<file path="config.mk">
export PLATFORM = sky130hd
export DESIGN_NAME = mipsCtrlUnit
export DESIGN_NICKNAME = d
export VERILOG_FILES = /design/src/logic/ctrlPkg.sv /design/src/logic/mipsCtrlUnit.sv /design/src/logic/ctrlWordEncoder.sv /design/src/logic/phaseSequencer.sv /design/src/logic/instrDecoder.sv
export VERILOG_INCLUDE_DIRS = /design/src /design/src/logic
export SDC_FILE = /design/constraint.sdc
export NUM_CORES = 1
export LEC_CHECK = 0
export BUFFER_PORTS_ARGS = -buffer_cell sky130_fd_sc_hd__buf_2
export CAP_MARGIN = 20
export CORE_ASPECT_RATIO = 0.6
export CORE_UTILIZATION = 49
export CTS_BUF_LIST = sky130_fd_sc_hd__clkbuf_8 sky130_fd_sc_hd__clkbuf_16
export CTS_CLUSTER_DIAMETER = 150
export DETAILED_ROUTE_END_ITERATION = 16
export PLACE_DENSITY = 0.77
export SETUP_SLACK_MARGIN = 0.05
export SLEW_MARGIN = 20
export SYNTH_ARGS = -nofsm -noshare
export SYNTH_HDL_FRONTEND = slang
export SYNTH_HIERARCHICAL = 1
export SYNTH_SLANG_ARGS = --single-unit
</file>
<file path="constraint.sdc">
create_clock -name clk -period 1.67 [get_ports clk]
set_input_delay 0.167 -clock clk [delete_from_list [all_inputs] [get_ports clk]]
set_output_delay 0.167 -clock clk [all_outputs]
set_load 0.02 [all_outputs]
</file>
<file path="src/logic/ctrl_defs.svh">
`ifndef CTRL_DEFS_SVH
`define CTRL_DEFS_SVH

// Instruction field widths
`define OPCODE_W 6
`define FUNCT_W  6

// Opcodes
`define OPC_RTYPE 6'h00
`define OPC_ADDI  6'h08

// R-type funct codes
`define FN_ADD 6'h20
`define FN_SUB 6'h22
`define FN_AND 6'h24

// Shamt shifts
`define FN_SLL 6'h00
`define FN_SRL 6'h02
`define FN_SRA 6'h03

`endif
</file>
<file path="src/logic/ctrlPkg.sv">
package ctrlPkg;

    // Instruction fields
    typedef logic [5:0] opcode_t;
    typedef logic [5:0] funct_t;

    // Datapath mux selects
    typedef logic [1:0] sel2_t;
    typedef logic [2:0] sel3_t;

    // ALU and shifter commands
    typedef logic [2:0] aluOp_t;
    typedef logic [2:0] shiftOp_t;

    // Decoded instruction class
    typedef enum logic [2:0] {
        KIND_ADD,
        KIND_SUB,
        KIND_AND,
        KIND_SLL,
        KIND_SRL,
        KIND_SRA,
        KIND_ADDI,
        KIND_NONE
    } instrKind_t;

    // One phase per cycle of the multicycle datapath
    typedef enum logic [3:0] {
        FETCH,
        WAIT,
        WAIT2,
        DECODE,
        DECODE_WAIT,
        ALU_OP,
        END_ALU,
        IMM_OP,
        END_IMM,
        SHIFT_LOAD,
        SHIFT_OP,
        SHIFT_WAIT,
        END_SHIFT,
        DELAY
    } phase_t;

endpackage

</file>
<file path="src/logic/mipsCtrlUnit.sv">
`timescale 1ns/1ps

module mipsCtrlUnit import ctrlPkg::*; (
    input  logic     clk,
    input  logic     reset,
    input  opcode_t  opcode,
    input  funct_t   funct,
    output logic     pcWrite,
    output logic     irWrite,
    output logic     regWrite,
    output logic     aWrite,
    output logic     bWrite,
    output logic     aluOutWrite,
    output logic     shiftSrc,
    output sel2_t    regDst,
    output sel2_t    aluSrcA,
    output sel3_t    aluSrcB,
    output sel3_t    memToReg,
    output aluOp_t   aluOp,
    output shiftOp_t shiftCtrl
);

    instrKind_t kind;
    instrKind_t execKind;
    phase_t     phase;

    instrDecoder uDecoder (
        .opcode (opcode),
        .funct  (funct),
        .kind   (kind)
    );

    phaseSequencer uSequencer (
        .clk      (clk),
        .reset    (reset),
        .kind     (kind),
        .phase    (phase),
        .execKind (execKind)
    );

    ctrlWordEncoder uEncoder (
        .clk         (clk),
        .reset       (reset),
        .phase       (phase),
        .execKind    (execKind),
        .pcWrite     (pcWrite),
        .irWrite     (irWrite),
        .regWrite    (regWrite),
        .aWrite      (aWrite),
        .bWrite      (bWrite),
        .aluOutWrite (aluOutWrite),
        .shiftSrc    (shiftSrc),
        .regDst      (regDst),
        .aluSrcA     (aluSrcA),
        .aluSrcB     (aluSrcB),
        .memToReg    (memToReg),
        .aluOp       (aluOp),
        .shiftCtrl   (shiftCtrl)
    );

endmodule

</file>
<file path="src/logic/ctrlWordEncoder.sv">
`timescale 1ns/1ps

module ctrlWordEncoder import ctrlPkg::*; (
    input  logic       clk,
    input  logic       reset,
    input  phase_t     phase,
    input  instrKind_t execKind,
    output logic       pcWrite,
    output logic       irWrite,
    output logic       regWrite,
    output logic       aWrite,
    output logic       bWrite,
    output logic       aluOutWrite,
    output logic       shiftSrc,
    output sel2_t      regDst,
    output sel2_t      aluSrcA,
    output sel3_t      aluSrcB,
    output sel3_t      memToReg,
    output aluOp_t     aluOp,
    output shiftOp_t   shiftCtrl
);

    logic     pcWriteNxt;
    logic     irWriteNxt;
    logic     regWriteNxt;
    logic     aWriteNxt;
    logic     bWriteNxt;
    logic     aluOutWriteNxt;
    logic     shiftSrcNxt;
    sel2_t    regDstNxt;
    sel2_t    aluSrcANxt;
    sel3_t    aluSrcBNxt;
    sel3_t    memToRegNxt;
    aluOp_t   aluOpNxt;
    shiftOp_t shiftCtrlNxt;

    always_comb begin
        pcWriteNxt     = 1'b0;
        irWriteNxt     = 1'b0;
        regWriteNxt    = 1'b0;
        aWriteNxt      = 1'b0;
        bWriteNxt      = 1'b0;
        aluOutWriteNxt = 1'b0;
        shiftSrcNxt    = 1'b0;
        regDstNxt      = 2'd0;
        aluSrcANxt     = 2'd0;
        aluSrcBNxt     = 3'd0;
        memToRegNxt    = 3'd0;
        aluOpNxt       = 3'd0;
        shiftCtrlNxt   = 3'd0;
        case (phase)
            FETCH: begin
                // PC + 4 on the ALU
                aluSrcBNxt = 3'd1;
                aluOpNxt   = 3'd1;
            end
            WAIT: begin
                pcWriteNxt = 1'b1;
                aluSrcBNxt = 3'd1;
                aluOpNxt   = 3'd1;
            end
            WAIT2: begin
                irWriteNxt  = 1'b1;
                aluSrcBNxt  = 3'd1;
                memToRegNxt = 3'd3;
            end
            DECODE: begin
                // Branch target computed early into ALUOut
                aWriteNxt      = 1'b1;
                bWriteNxt      = 1'b1;
                aluOutWriteNxt = 1'b1;
                aluSrcBNxt     = 3'd4;
                aluOpNxt       = 3'd1;
                memToRegNxt    = 3'd3;
            end
            DECODE_WAIT: begin
                aluOpNxt    = 3'd1;
                memToRegNxt = 3'd3;
            end
            ALU_OP: begin
                aluOutWriteNxt = 1'b1;
                aluSrcANxt     = 2'd1;
                case (execKind)
                    KIND_SUB: aluOpNxt = 3'd2;
                    KIND_AND: aluOpNxt = 3'd3;
                    default:  aluOpNxt = 3'd1;
                endcase
            end
            END_ALU: begin
                regWriteNxt = 1'b1;
                regDstNxt   = 2'd3;
            end
            IMM_OP: begin
                aluOutWriteNxt = 1'b1;
                aluSrcANxt     = 2'd1;
                aluSrcBNxt     = 3'd3;
                aluOpNxt       = 3'd1;
            end
            END_IMM: begin
                // rt is the destination
                regWriteNxt = 1'b1;
            end
            SHIFT_LOAD: begin
                shiftSrcNxt  = 1'b1;
                shiftCtrlNxt = 3'd1;
            end
            SHIFT_OP: begin
                shiftSrcNxt = 1'b1;
                case (execKind)
                    KIND_SRL: shiftCtrlNxt = 3'd3;
                    KIND_SRA: shiftCtrlNxt = 3'd4;
                    default:  shiftCtrlNxt = 3'd2;
                endcase
            end
            END_SHIFT: begin
                regWriteNxt = 1'b1;
                regDstNxt   = 2'd3;
                memToRegNxt = 3'd2;
            end
            default: begin
                // SHIFT_WAIT and DELAY keep the word at zero
            end
        endcase
    end

    always_ff @(posedge clk) begin
        if (reset) begin
            pcWrite     <= 1'b0;
            irWrite     <= 1'b0;
            regWrite    <= 1'b0;
            aWrite      <= 1'b0;
            bWrite      <= 1'b0;
            aluOutWrite <= 1'b0;
            shiftSrc    <= 1'b0;
            regDst      <= 2'd0;
            aluSrcA     <= 2'd0;
            aluSrcB     <= 3'd0;
            memToReg    <= 3'd0;
            aluOp       <= 3'd0;
            shiftCtrl   <= 3'd0;
        end else begin
            pcWrite     <= pcWriteNxt;
            irWrite     <= irWriteNxt;
            regWrite    <= regWriteNxt;
            aWrite      <= aWriteNxt;
            bWrite      <= bWriteNxt;
            aluOutWrite <= aluOutWriteNxt;
            shiftSrc    <= shiftSrcNxt;
            regDst      <= regDstNxt;
            aluSrcA     <= aluSrcANxt;
            aluSrcB     <= aluSrcBNxt;
            memToReg    <= memToRegNxt;
            aluOp       <= aluOpNxt;
            shiftCtrl   <= shiftCtrlNxt;
        end
    end

    // Fetch must not overwrite the PC while the IR is loading
    assert property (@(posedge clk) disable iff (reset) !(pcWrite && irWrite));

    assert property (@(posedge clk) disable iff (reset) !(regWrite && aWrite));

endmodule

</file>
<file path="src/logic/phaseSequencer.sv">
`timescale 1ns/1ps

module phaseSequencer import ctrlPkg::*; (
    input  logic       clk,
    input  logic       reset,
    input  instrKind_t kind,
    output phase_t     phase,
    output instrKind_t execKind
);

    phase_t phaseNext;

    always_comb begin
        phaseNext = phase;
        case (phase)
            FETCH: begin
                phaseNext = WAIT;
            end
            WAIT: begin
                phaseNext = WAIT2;
            end
            WAIT2: begin
                phaseNext = DECODE;
            end
            DECODE: begin
                phaseNext = DECODE_WAIT;
            end
            DECODE_WAIT: begin
                // Branch on the decoded kind once A and B hold the operands
                case (kind)
                    KIND_ADD, KIND_SUB, KIND_AND: begin
                        phaseNext = ALU_OP;
                    end
                    KIND_ADDI: begin
                        phaseNext = IMM_OP;
                    end
                    KIND_SLL, KIND_SRL, KIND_SRA: begin
                        phaseNext = SHIFT_LOAD;
                    end
                    default: begin
                        phaseNext = DELAY;
                    end
                endcase
            end
            ALU_OP: begin
                phaseNext = END_ALU;
            end
            END_ALU: begin
                phaseNext = DELAY;
            end
            IMM_OP: begin
                phaseNext = END_IMM;
            end
            END_IMM: begin
                phaseNext = DELAY;
            end
            SHIFT_LOAD: begin
                phaseNext = SHIFT_OP;
            end
            SHIFT_OP: begin
                phaseNext = SHIFT_WAIT;
            end
            SHIFT_WAIT: begin
                phaseNext = END_SHIFT;
            end
            END_SHIFT: begin
                phaseNext = DELAY;
            end
            default: begin
                phaseNext = FETCH;
            end
        endcase
    end

    always_ff @(posedge clk) begin
        if (reset) begin
            phase    <= FETCH;
            execKind <= KIND_NONE;
        end else begin
            phase <= phaseNext;
            // Kind is captured once so later phases ignore funct
            if (phase == DECODE_WAIT) begin
                execKind <= kind;
            end
        end
    end

    assert property (@(posedge clk) disable iff (reset)
        phase inside {FETCH, WAIT, WAIT2, DECODE, DECODE_WAIT, ALU_OP, END_ALU,
                      IMM_OP, END_IMM, SHIFT_LOAD, SHIFT_OP, SHIFT_WAIT,
                      END_SHIFT, DELAY});

    // Decode never stalls and never lands in the middle of a path
    assert property (@(posedge clk) disable iff (reset)
        phase == DECODE_WAIT |=> phase inside {ALU_OP, IMM_OP, SHIFT_LOAD, DELAY});

endmodule

</file>
<file path="src/logic/instrDecoder.sv">
`timescale 1ns/1ps

`include "ctrl_defs.svh"

module instrDecoder import ctrlPkg::*; (
    input  opcode_t    opcode,
    input  funct_t     funct,
    output instrKind_t kind
);

    always_comb begin
        kind = KIND_NONE;
        case (opcode)
            `OPC_RTYPE: begin
                // R-type is told apart by funct alone
                case (funct)
                    `FN_ADD: begin
                        kind = KIND_ADD;
                    end
                    `FN_SUB: begin
                        kind = KIND_SUB;
                    end
                    `FN_AND: begin
                        kind = KIND_AND;
                    end
                    `FN_SLL: begin
                        kind = KIND_SLL;
                    end
                    `FN_SRL: begin
                        kind = KIND_SRL;
                    end
                    `FN_SRA: begin
                        kind = KIND_SRA;
                    end
                    default: begin
                        kind = KIND_NONE;
                    end
                endcase
            end
            `OPC_ADDI: begin
                kind = KIND_ADDI;
            end
            default: begin
                // Unknown opcodes skip to the delay step
                kind = KIND_NONE;
            end
        endcase
    end

endmodule

</file>
==> Word-level counts from Yosys, hierarchy flattened <==
Index checks and enable logic that the tools add are counted.
{ "word_totals": {"regBits": 29, "in_bits": 14, "elab_cells": 74} }
{ "op_classes": {"n_eq_ne": 28, "muxes": 18, "n_reduce_logical": 14} }
{ "ops": {"columns": ["cell", "n"], "rows": [
  ["$pmux W4 S11", 1],
  ["$pmux W3 S2", 4],
  ["$eq A4 B4 Y1 const B", 5],
  ["$eq A6 B6 Y1 const B", 3],
  ["$pmux W3 S6", 1],
  ["$reduce_or A3 Y1", 6],
  ["$eq A4 B3 Y1 const B", 4],
  ["$eq A3 B3 Y1 const B", 5],
  ["$eq A6 B2 Y1 const B", 2],
  ["$logic_not A6 Y1", 2],
  ["$pmux W4 S3", 1],
  ["$eq A3 B2 Y1 const B", 3],
  ["$pmux W3 S3", 1],
  ["$eq A4 B2 Y1 const B", 2],
  ["$pmux W2 S2", 2],
  ["$mux W1", 7],
  ["$eq A3 B1 Y1 const B", 2],
  ["$eq A6 B4 Y1 const B", 1],
  ["$reduce_or A2 Y1", 3],
  ["$reduce_or A5 Y1", 1],
  ["$eq A4 B1 Y1 const B", 1],
  ["$logic_not A4 Y1", 1],
  ["$logic_not A3 Y1", 1],
  ["$mux W2", 1]
]} }

==> Longest topological paths before layout <==
Gate-level depths: netlist of the first run.
{ "logic_depth": {"depth_word": 7, "depth_mapped": 6, "ltp_nobuf": 6} }

==> Hierarchy <==
Netlist of the first run, hierarchy kept.
{ "by_module_without_submodules": {"columns": ["module", "instances", "cells_each", "area_each_um2", "seq_area_each_um2"], "rows": [
  ["ctrlWordEncoder", 1, 69, 713.2, 360.3],
  ["phaseSequencer", 1, 35, 394.1, 140.1],
  ["instrDecoder", 1, 14, 91.3, 0.0]
]} }

==> Least setup slack after synthesis of the first run <==
Ideal clock, no wire load.
{ "synth_path": {"kind": "input to register", "start": "in opcode[1]", "end": "reg uSequencer.phase[2]", "setup_time_ns": 0.133, "t_arrival_ns": 1.402, "path_slack_ns": 0.135, "cell_stages": 6, "path_buffers": 0, "path_cell_list": "nor3_1 > nand3_1 > or3_1 > mux2i_1 > o32ai_1 > a211oi_2"} }
{ "synth_between": {"elab_chain_cells": 6, "elab_cells_between_ends": 14} }
{ "synth_rtl": {"columns": ["item", "line", "text"], "rows": [
  ["start: declaration", "mipsCtrlUnit.sv:6", "input opcode_t opcode,"],
  ["$eq A6 B4 Y1 / $logic_not A6 Y1 (equally long branches)", "instrDecoder.sv:13", "case (opcode)"],
  ["$pmux W3 S2 (*)", "instrDecoder.sv:13", null],
  ["via kind[1]", "mipsCtrlUnit.sv:23", "instrKind_t kind;"],
  ["$eq A3 B2 Y1, or another cell as far along", "phaseSequencer.sv:30", "case (kind)"],
  ["$reduce_or A3 Y1", "phaseSequencer.sv:30", null],
  ["$pmux W4 S3 (*)", "phaseSequencer.sv:30", null],
  ["$pmux W4 S11 (*)", "phaseSequencer.sv:15", "case (phase)"],
  ["end signal: assignment", "phaseSequencer.sv:80", "phase <= phaseNext;"],
  ["end: declaration", "phaseSequencer.sv:7", "output phase_t phase,"]
]} }
The timed path passes the listed nets; every way through them passes the cells marked *.
A chain may end at the register's enable or synchronous reset.

==> Final worst setup path of the first run <==
Ends and elaborated chain as after synthesis.

==> impl_metrics.toml, run 1 <==
[grt]
grt_start_max_net_pins = 17
grt_use_met2_pct = 32.4
grt_antenna_before_repair = 0
grt_pass1_wl_um = 3530
grt_pass1_vias = 809
global_route.overflow_total = 0
groute.usage.overall_pct = 18.7
grt_most_used_layer = "met2"
grtUsageMet3_pct = 6.82
gr-usage-met1_pct = 22.0

[place]
dp.cells = 181
gpl.final_weighted_congestion = 0.754
buffer_ports.inserted = 33
dpl.hpwl_um = 1690

[critical_path]
worst_path_dominant_cell_family = "simple AND/OR/NAND/NOR gates"
worst-endpoint-arrival_ns = 1.69
crit_path_max_incr_delay_ns = 0.43
critical_path.cell_chain = "buf_2, nor3_1, nand3_1, or3_1, mux2i_1, o32ai_1, a211oi_2"
critical_path.startpoint_type = "input pin"
worst_path_max_delay_cell = "or3_1"
critical_path_required_ns = 1.83
crit_type = "input pin to register"
count_of_buffer_and_inverter_cells_on_the_critical_path = 1
timing.critical_path.fanout_max = 4
end_kind = "register"

[floorplanning]
fp.coreArea_um2 = 2230
die_height_um = 40.3
fp.dieW_um = 65.9
floorplan.initialDensity_pct = 53.8
io_pins = 37
placement_rows = 13
fp.dieArea_um2 = 2650

[hold_path]
worst_min_delay_path_category = "input pin to register"

[final_layout]
final_cell_count_no_fill = 185
regArea_um2 = 500
filler_instances = 194
syn2layout_area_growth_pct = 19.4
layout-drive-gt1-share_pct = 38.1
num_antenna_cells = 0
most-common-layout-cells = "buf_2 (33), dfxtp_1 (25), buf_4 (10), nor2_1 (8)"
num-nets-final = 170
final_common_cell = "buf_2"
multi_input_comb_area_um2 = 593

[timing]
finalSetupViolations = 0
layout_worst_path_cycle_share_pct = 91.9
slew_viol_final = 0
fmax_ghz = 0.652
rsz0062_at_grt = "false"
worst_clock_skew_ns = 0.00318
worst_relative_slew_slack_pct = 59.3
post-route-min-period_ns = 1.53
timing.final.hold_violations = 0
worstMarginPinSlew_ns = 0.609

[detailed_routing]
drtPass1Iterations = 4
route.vias.total = 961
wire_per_inst_um = 12.3
wl_um = 2270
drt_iter0_drc = 17
viasPerCell = 5.19
drtAntennaViolNets = 0
post-route-drc-count = 0

[outcome]
run_status = "finished, final reports clean"

[logic_synthesis]
synth_top_area_share_pct = 41.8
largest_cells_by_area_after_synthesis = "dfxtp_1 (42%), buf_4 (3.1%), buf_6 (2.8%)"
synth_area_per_cell_um2 = 10.2
async_flop_share_pct = 0
synth_enable_flop_cells = 0
synth_seq_area_share_pct = 41.8
synth_seq_cells = 25
synth_top_cell_by_area = "dfxtp_1"
netlist-cell-type-count = 48
synth_cells = 118
synth_warnings = 6
synthesis.area_um2 = 1200
synth-main-ff-cell = "dfxtp_1"

[pwr]
power.ir.vdd_worst_uv = 628
power_density_nw_per_um2 = 968
power_leakage_nw = 0.620
design_power_total_mw = 1.39

[cts]
clock-sinks = 25
htree_num_levels = 1
cts_root_buffer = "clkbuf_8"
clk_transition_reported_paths_ns = 0.09
post_cts.repair.setup_buffers = 0
postCtsHoldBufs = 0
number_of_clock_buffers_inserted_by_tritoncts = 3
cts_resized = 0
cts_tree = "yes"
source_to_sink_clock_delay_at_the_later_pin_of_the_worst_skew_pair_ns = 0.28
cts.path.max_buffers = 2

[job]
max_cap_violations = 0
report_power, final:
| group | internal [mW] | switching (mW) |
|---|---|---|
| logic | 0.144 | 0.168 |
| registers | 0.643 | 0.0583 |
| clock network | 0.170 | 0.202 |
registers in the layout, summed over array words and instances, names as in the netlist:
register / cells
uEncoder/irWrite: 1
uEncoder/aluSrcA: 1
uEncoder/aluOp: 2
uSequencer/phase: 4
uEncoder/pcWrite: 1
uEncoder/shiftSrc: 1
uSequencer/execKind: 3
uEncoder/aluOutWrite: 1
uEncoder/memToReg: 2
uEncoder/shiftCtrl: 3
uEncoder/bWrite: 1
uEncoder/regWrite: 1
uEncoder/regDst: 1
uEncoder/aluSrcB: 3
worst register-to-register path, stage by stage, from the launching register on:
cell and delay [ns]:
dfxtp_1 0.51, nor4b_4 0.45, nor2b_1 0.09, a211o_1 0.28
through the flow:
| step | instance area, µm² | setup slack (ns) | setup TNS (ns) | hold WS [ns] | utilization (%) |
|---|---|---|---|---|---|
| floorplan | 1210 | 0.135 | 0 | 0.236 | - |
| global placement | 1380 | -0.0673 | -0.119 | 0.511 | 62.0 |
| detailed placement | 1380 | -0.138 | -0.241 | 0.504 | 62.0 |
| CTS | 1430 | 0.152 | 0 | 0.233 | 64.2 |
| global route | 1430 | 0.0739 | 0 | 0.253 | 64.2 |
| finish | 1430 | 0.136 | 0 | 0.227 | 64.2 |
routing by layer:
layer,routed length [µm],share of wire (%),vias up
met4,19,0.84,0
met5,0,0,-
met3,115,5.1,4
li1,-,-,491
met1,1070,47,445
met2,1060,47,21
area by class of cell:
cell class	instances	area share, %
multi-input combinational	80	41.4
sequential	25	35.0
tap	30	2.62
timing repair buffer	43	16.8
inverter	3	0.787
clock inverter	1	0.524
clock buffer	3	2.88
worst paths after layout:
kind / start / endpoint / slack, ns / depth (start not counted)
worst max-delay path: opcode[1] / uSequencer/phase[2] / 0.14 / 7
worst min-delay path: reset / uSequencer/phase[1] / 0.23 / 2
worst max register to register: uSequencer/phase[1] / uSequencer/execKind[0] / 0.24 / 3
worst min register to register: uSequencer/execKind[2] / uEncoder/shiftCtrl[2] / 0.52 / 2
Yosys cell counts, types with 2 or more instances:
master    count
a211o_1       3
a211oi_2      2
a21oi_1       5
a221oi_2      2
buf_2         2
buf_4         5
buf_6         3
dfxtp_1      25
inv_1         3
nand2_1       2
nand2b_1      5
nand3_1       2
nand3b_1      2
nor2_1        8
nor2b_1       4
nor3_1        5
nor3b_1       2
nor4_1        2
o21ai_0       2
or3_1         3
or3b_1        3
xnor2_1       2
cells by family after synthesis:
kind of cell | Yosys count | synth area share (%)
xor+xnor | 3 | 2.19
mux | 1 | 0.835
compound gates | 24 | 17.1
fa+ha+maj | 1 | 0.835
other cells | 1 | 0.313
flops | 25 | 41.8
buf+inv | 15 | 9.39
simple gates | 48 | 27.6
No activity file was read; power rests on OpenSTA's default activity.
==> run 2: changes to the inputs <==
- CELL_PAD_IN_SITES_DETAIL_PLACEMENT: unset -> 1
- CELL_PAD_IN_SITES_GLOBAL_PLACEMENT: unset -> 1
- CORE_UTILIZATION: 49 -> 37
- PLACE_DENSITY: 0.77 -> unset
- PLACE_DENSITY_LB_ADDON: unset -> 0.1
==> impl_metrics.toml, run 2 (synthesis results as in run 1) <==
[outcome]
run_status = "finished, final reports clean"

[pwr]
power_leakage_nw = 0.628
power.ir.vdd_worst_uv = 317
power_density_nw_per_um2 = 931
design_power_total_mw = 1.37

[final_layout]
syn2layout_area_growth_pct = 22.7
largest_register_ffs = 4
final_common_cell = "buf_2"
final_cell_count_no_fill = 197
num-nets-final = 170
final_instance_area_um2 = 1470
filler_instances = 357
most-common-layout-cells = "buf_2 (33), dfxtp_1 (25), buf_4 (10), nor2_1 (8)"
num_antenna_cells = 0
reg_with_most_ffs = "uSequencer/phase"
layout-drive-gt1-share_pct = 39.4

[grt]
grt_start_max_net_pins = 14
global_route.overflow_total = 0
grt_pass1_vias = 945
grt_pass1_wl_um = 4150
groute.usage.overall_pct = 16.4
grt_antenna_before_repair = 0

[place]
post_dp_cell_area_um2 = 1390
buffer_ports.inserted = 33
detailedPlace.worstSlack_ns = -0.209
gpl.final_weighted_congestion = 0.740
dp.cells = 192
dpl.hpwl_um = 2030

[timing]
finalSetupViolations = 0
worst_hold_slack_ns = 0.246
post-route-worst-setup-slack_ns = 0.0555
fmax_ghz = 0.619
timing.final.hold_violations = 0
post-route-min-period_ns = 1.61
rsz0062_at_grt = "true"
slew_viol_final = 0
worst_clock_skew_ns = 0.00745
layout_worst_path_cycle_share_pct = 96.7

[floorplanning]
fp.dieArea_um2 = 3480
floorplan.initialDensity_pct = 40.4
io_pins = 37
die_height_um = 46.1
fp.dieW_um = 75.5
fp.coreArea_um2 = 2970
placement_rows = 15

[detailed_routing]
viasPerCell = 5.13
route.vias.total = 1010
post-route-drc-count = 0
wl_um = 2760
drtPass1Iterations = 4
drt_iter0_drc = 21
drtAntennaViolNets = 0
wire_per_inst_um = 14.0

[cts]
cts_root_buffer = "clkbuf_8"
clk_transition_reported_paths_ns = 0.08
cts_tree = "yes"
number_of_clock_buffers_inserted_by_tritoncts = 3
source_to_sink_clock_delay_at_the_later_pin_of_the_worst_skew_pair_ns = 0.26
postCtsHoldBufs = 0
cts.path.max_buffers = 2
clock-sinks = 25
htree_num_levels = 1

[critical_path]
worst-endpoint-arrival_ns = 1.80
timing.critical_path.fanout_max = 3
crit_type = "input pin to register"
end_kind = "register"
critical_path_required_ns = 1.86
critical_path.startpoint_type = "input pin"

[hold_path]
worst_min_delay_path_category = "input pin to register"

[job]
max_cap_violations = 0
## run 2: repair_timing
item                                    CTS  global route
endpoints found under the setup margin    0             2
resized for setup                         0             4
buffers inserted                          0             1
## run 2: area by class of cell
cell class,count,area (µm²),share of cell area (%)
Timing Repair Buffer,43,240,16.3
Sequential cell,25,500,34.0
Clock inverter,1,3.75,0.255
Clock buffer,3,41.3,2.81
Inverter,3,11.3,0.766
Tap cell,42,52.6,3.57
Multi-Input combinational cell,80,621,42.2
## run 2: worst paths after layout
kind                          startpoint                endpoint  slack (ns)  cells after the start
hold / removal                     reset     uSequencer/phase[1]        0.25                      2
setup reg to reg     uSequencer/phase[2]  uSequencer/execKind[0]        0.21                      3
hold reg to reg   uSequencer/execKind[2]   uEncoder/shiftCtrl[2]        0.54                      2
setup / recovery                funct[2]     uSequencer/phase[2]        0.06                      7
## run 2: critical path, cell delays in order
cell and delay, ns:
buf_2 0.12, or3b_4 0.41, a2111oi_4 0.32, o211ai_1 0.20, mux2i_1 0.27, o32ai_2 0.13
a211oi_2 0.19
## run 2: routing by layer
layer	track usage, %	vias to the layer above	share of wire [%]
met5	0	-	0
met1	21.3	489	50
met4	2.22	0	0.29
met2	27.7	28	46
met3	5.25	2	4.0
li1	-	491	-
## run 2: report_power, final
part           switching, mW  internal, mW
Combinational          0.185         0.148
Clock                  0.172         0.164
Sequential            0.0572         0.643
## run 2: metrics by stage
step,util (%),TNS [ns]
finish,49.6,0
detailed placement,46.9,-0.443
global route,49.6,0
global placement,46.9,-0.218
CTS,48.4,0
floorplan,-,0
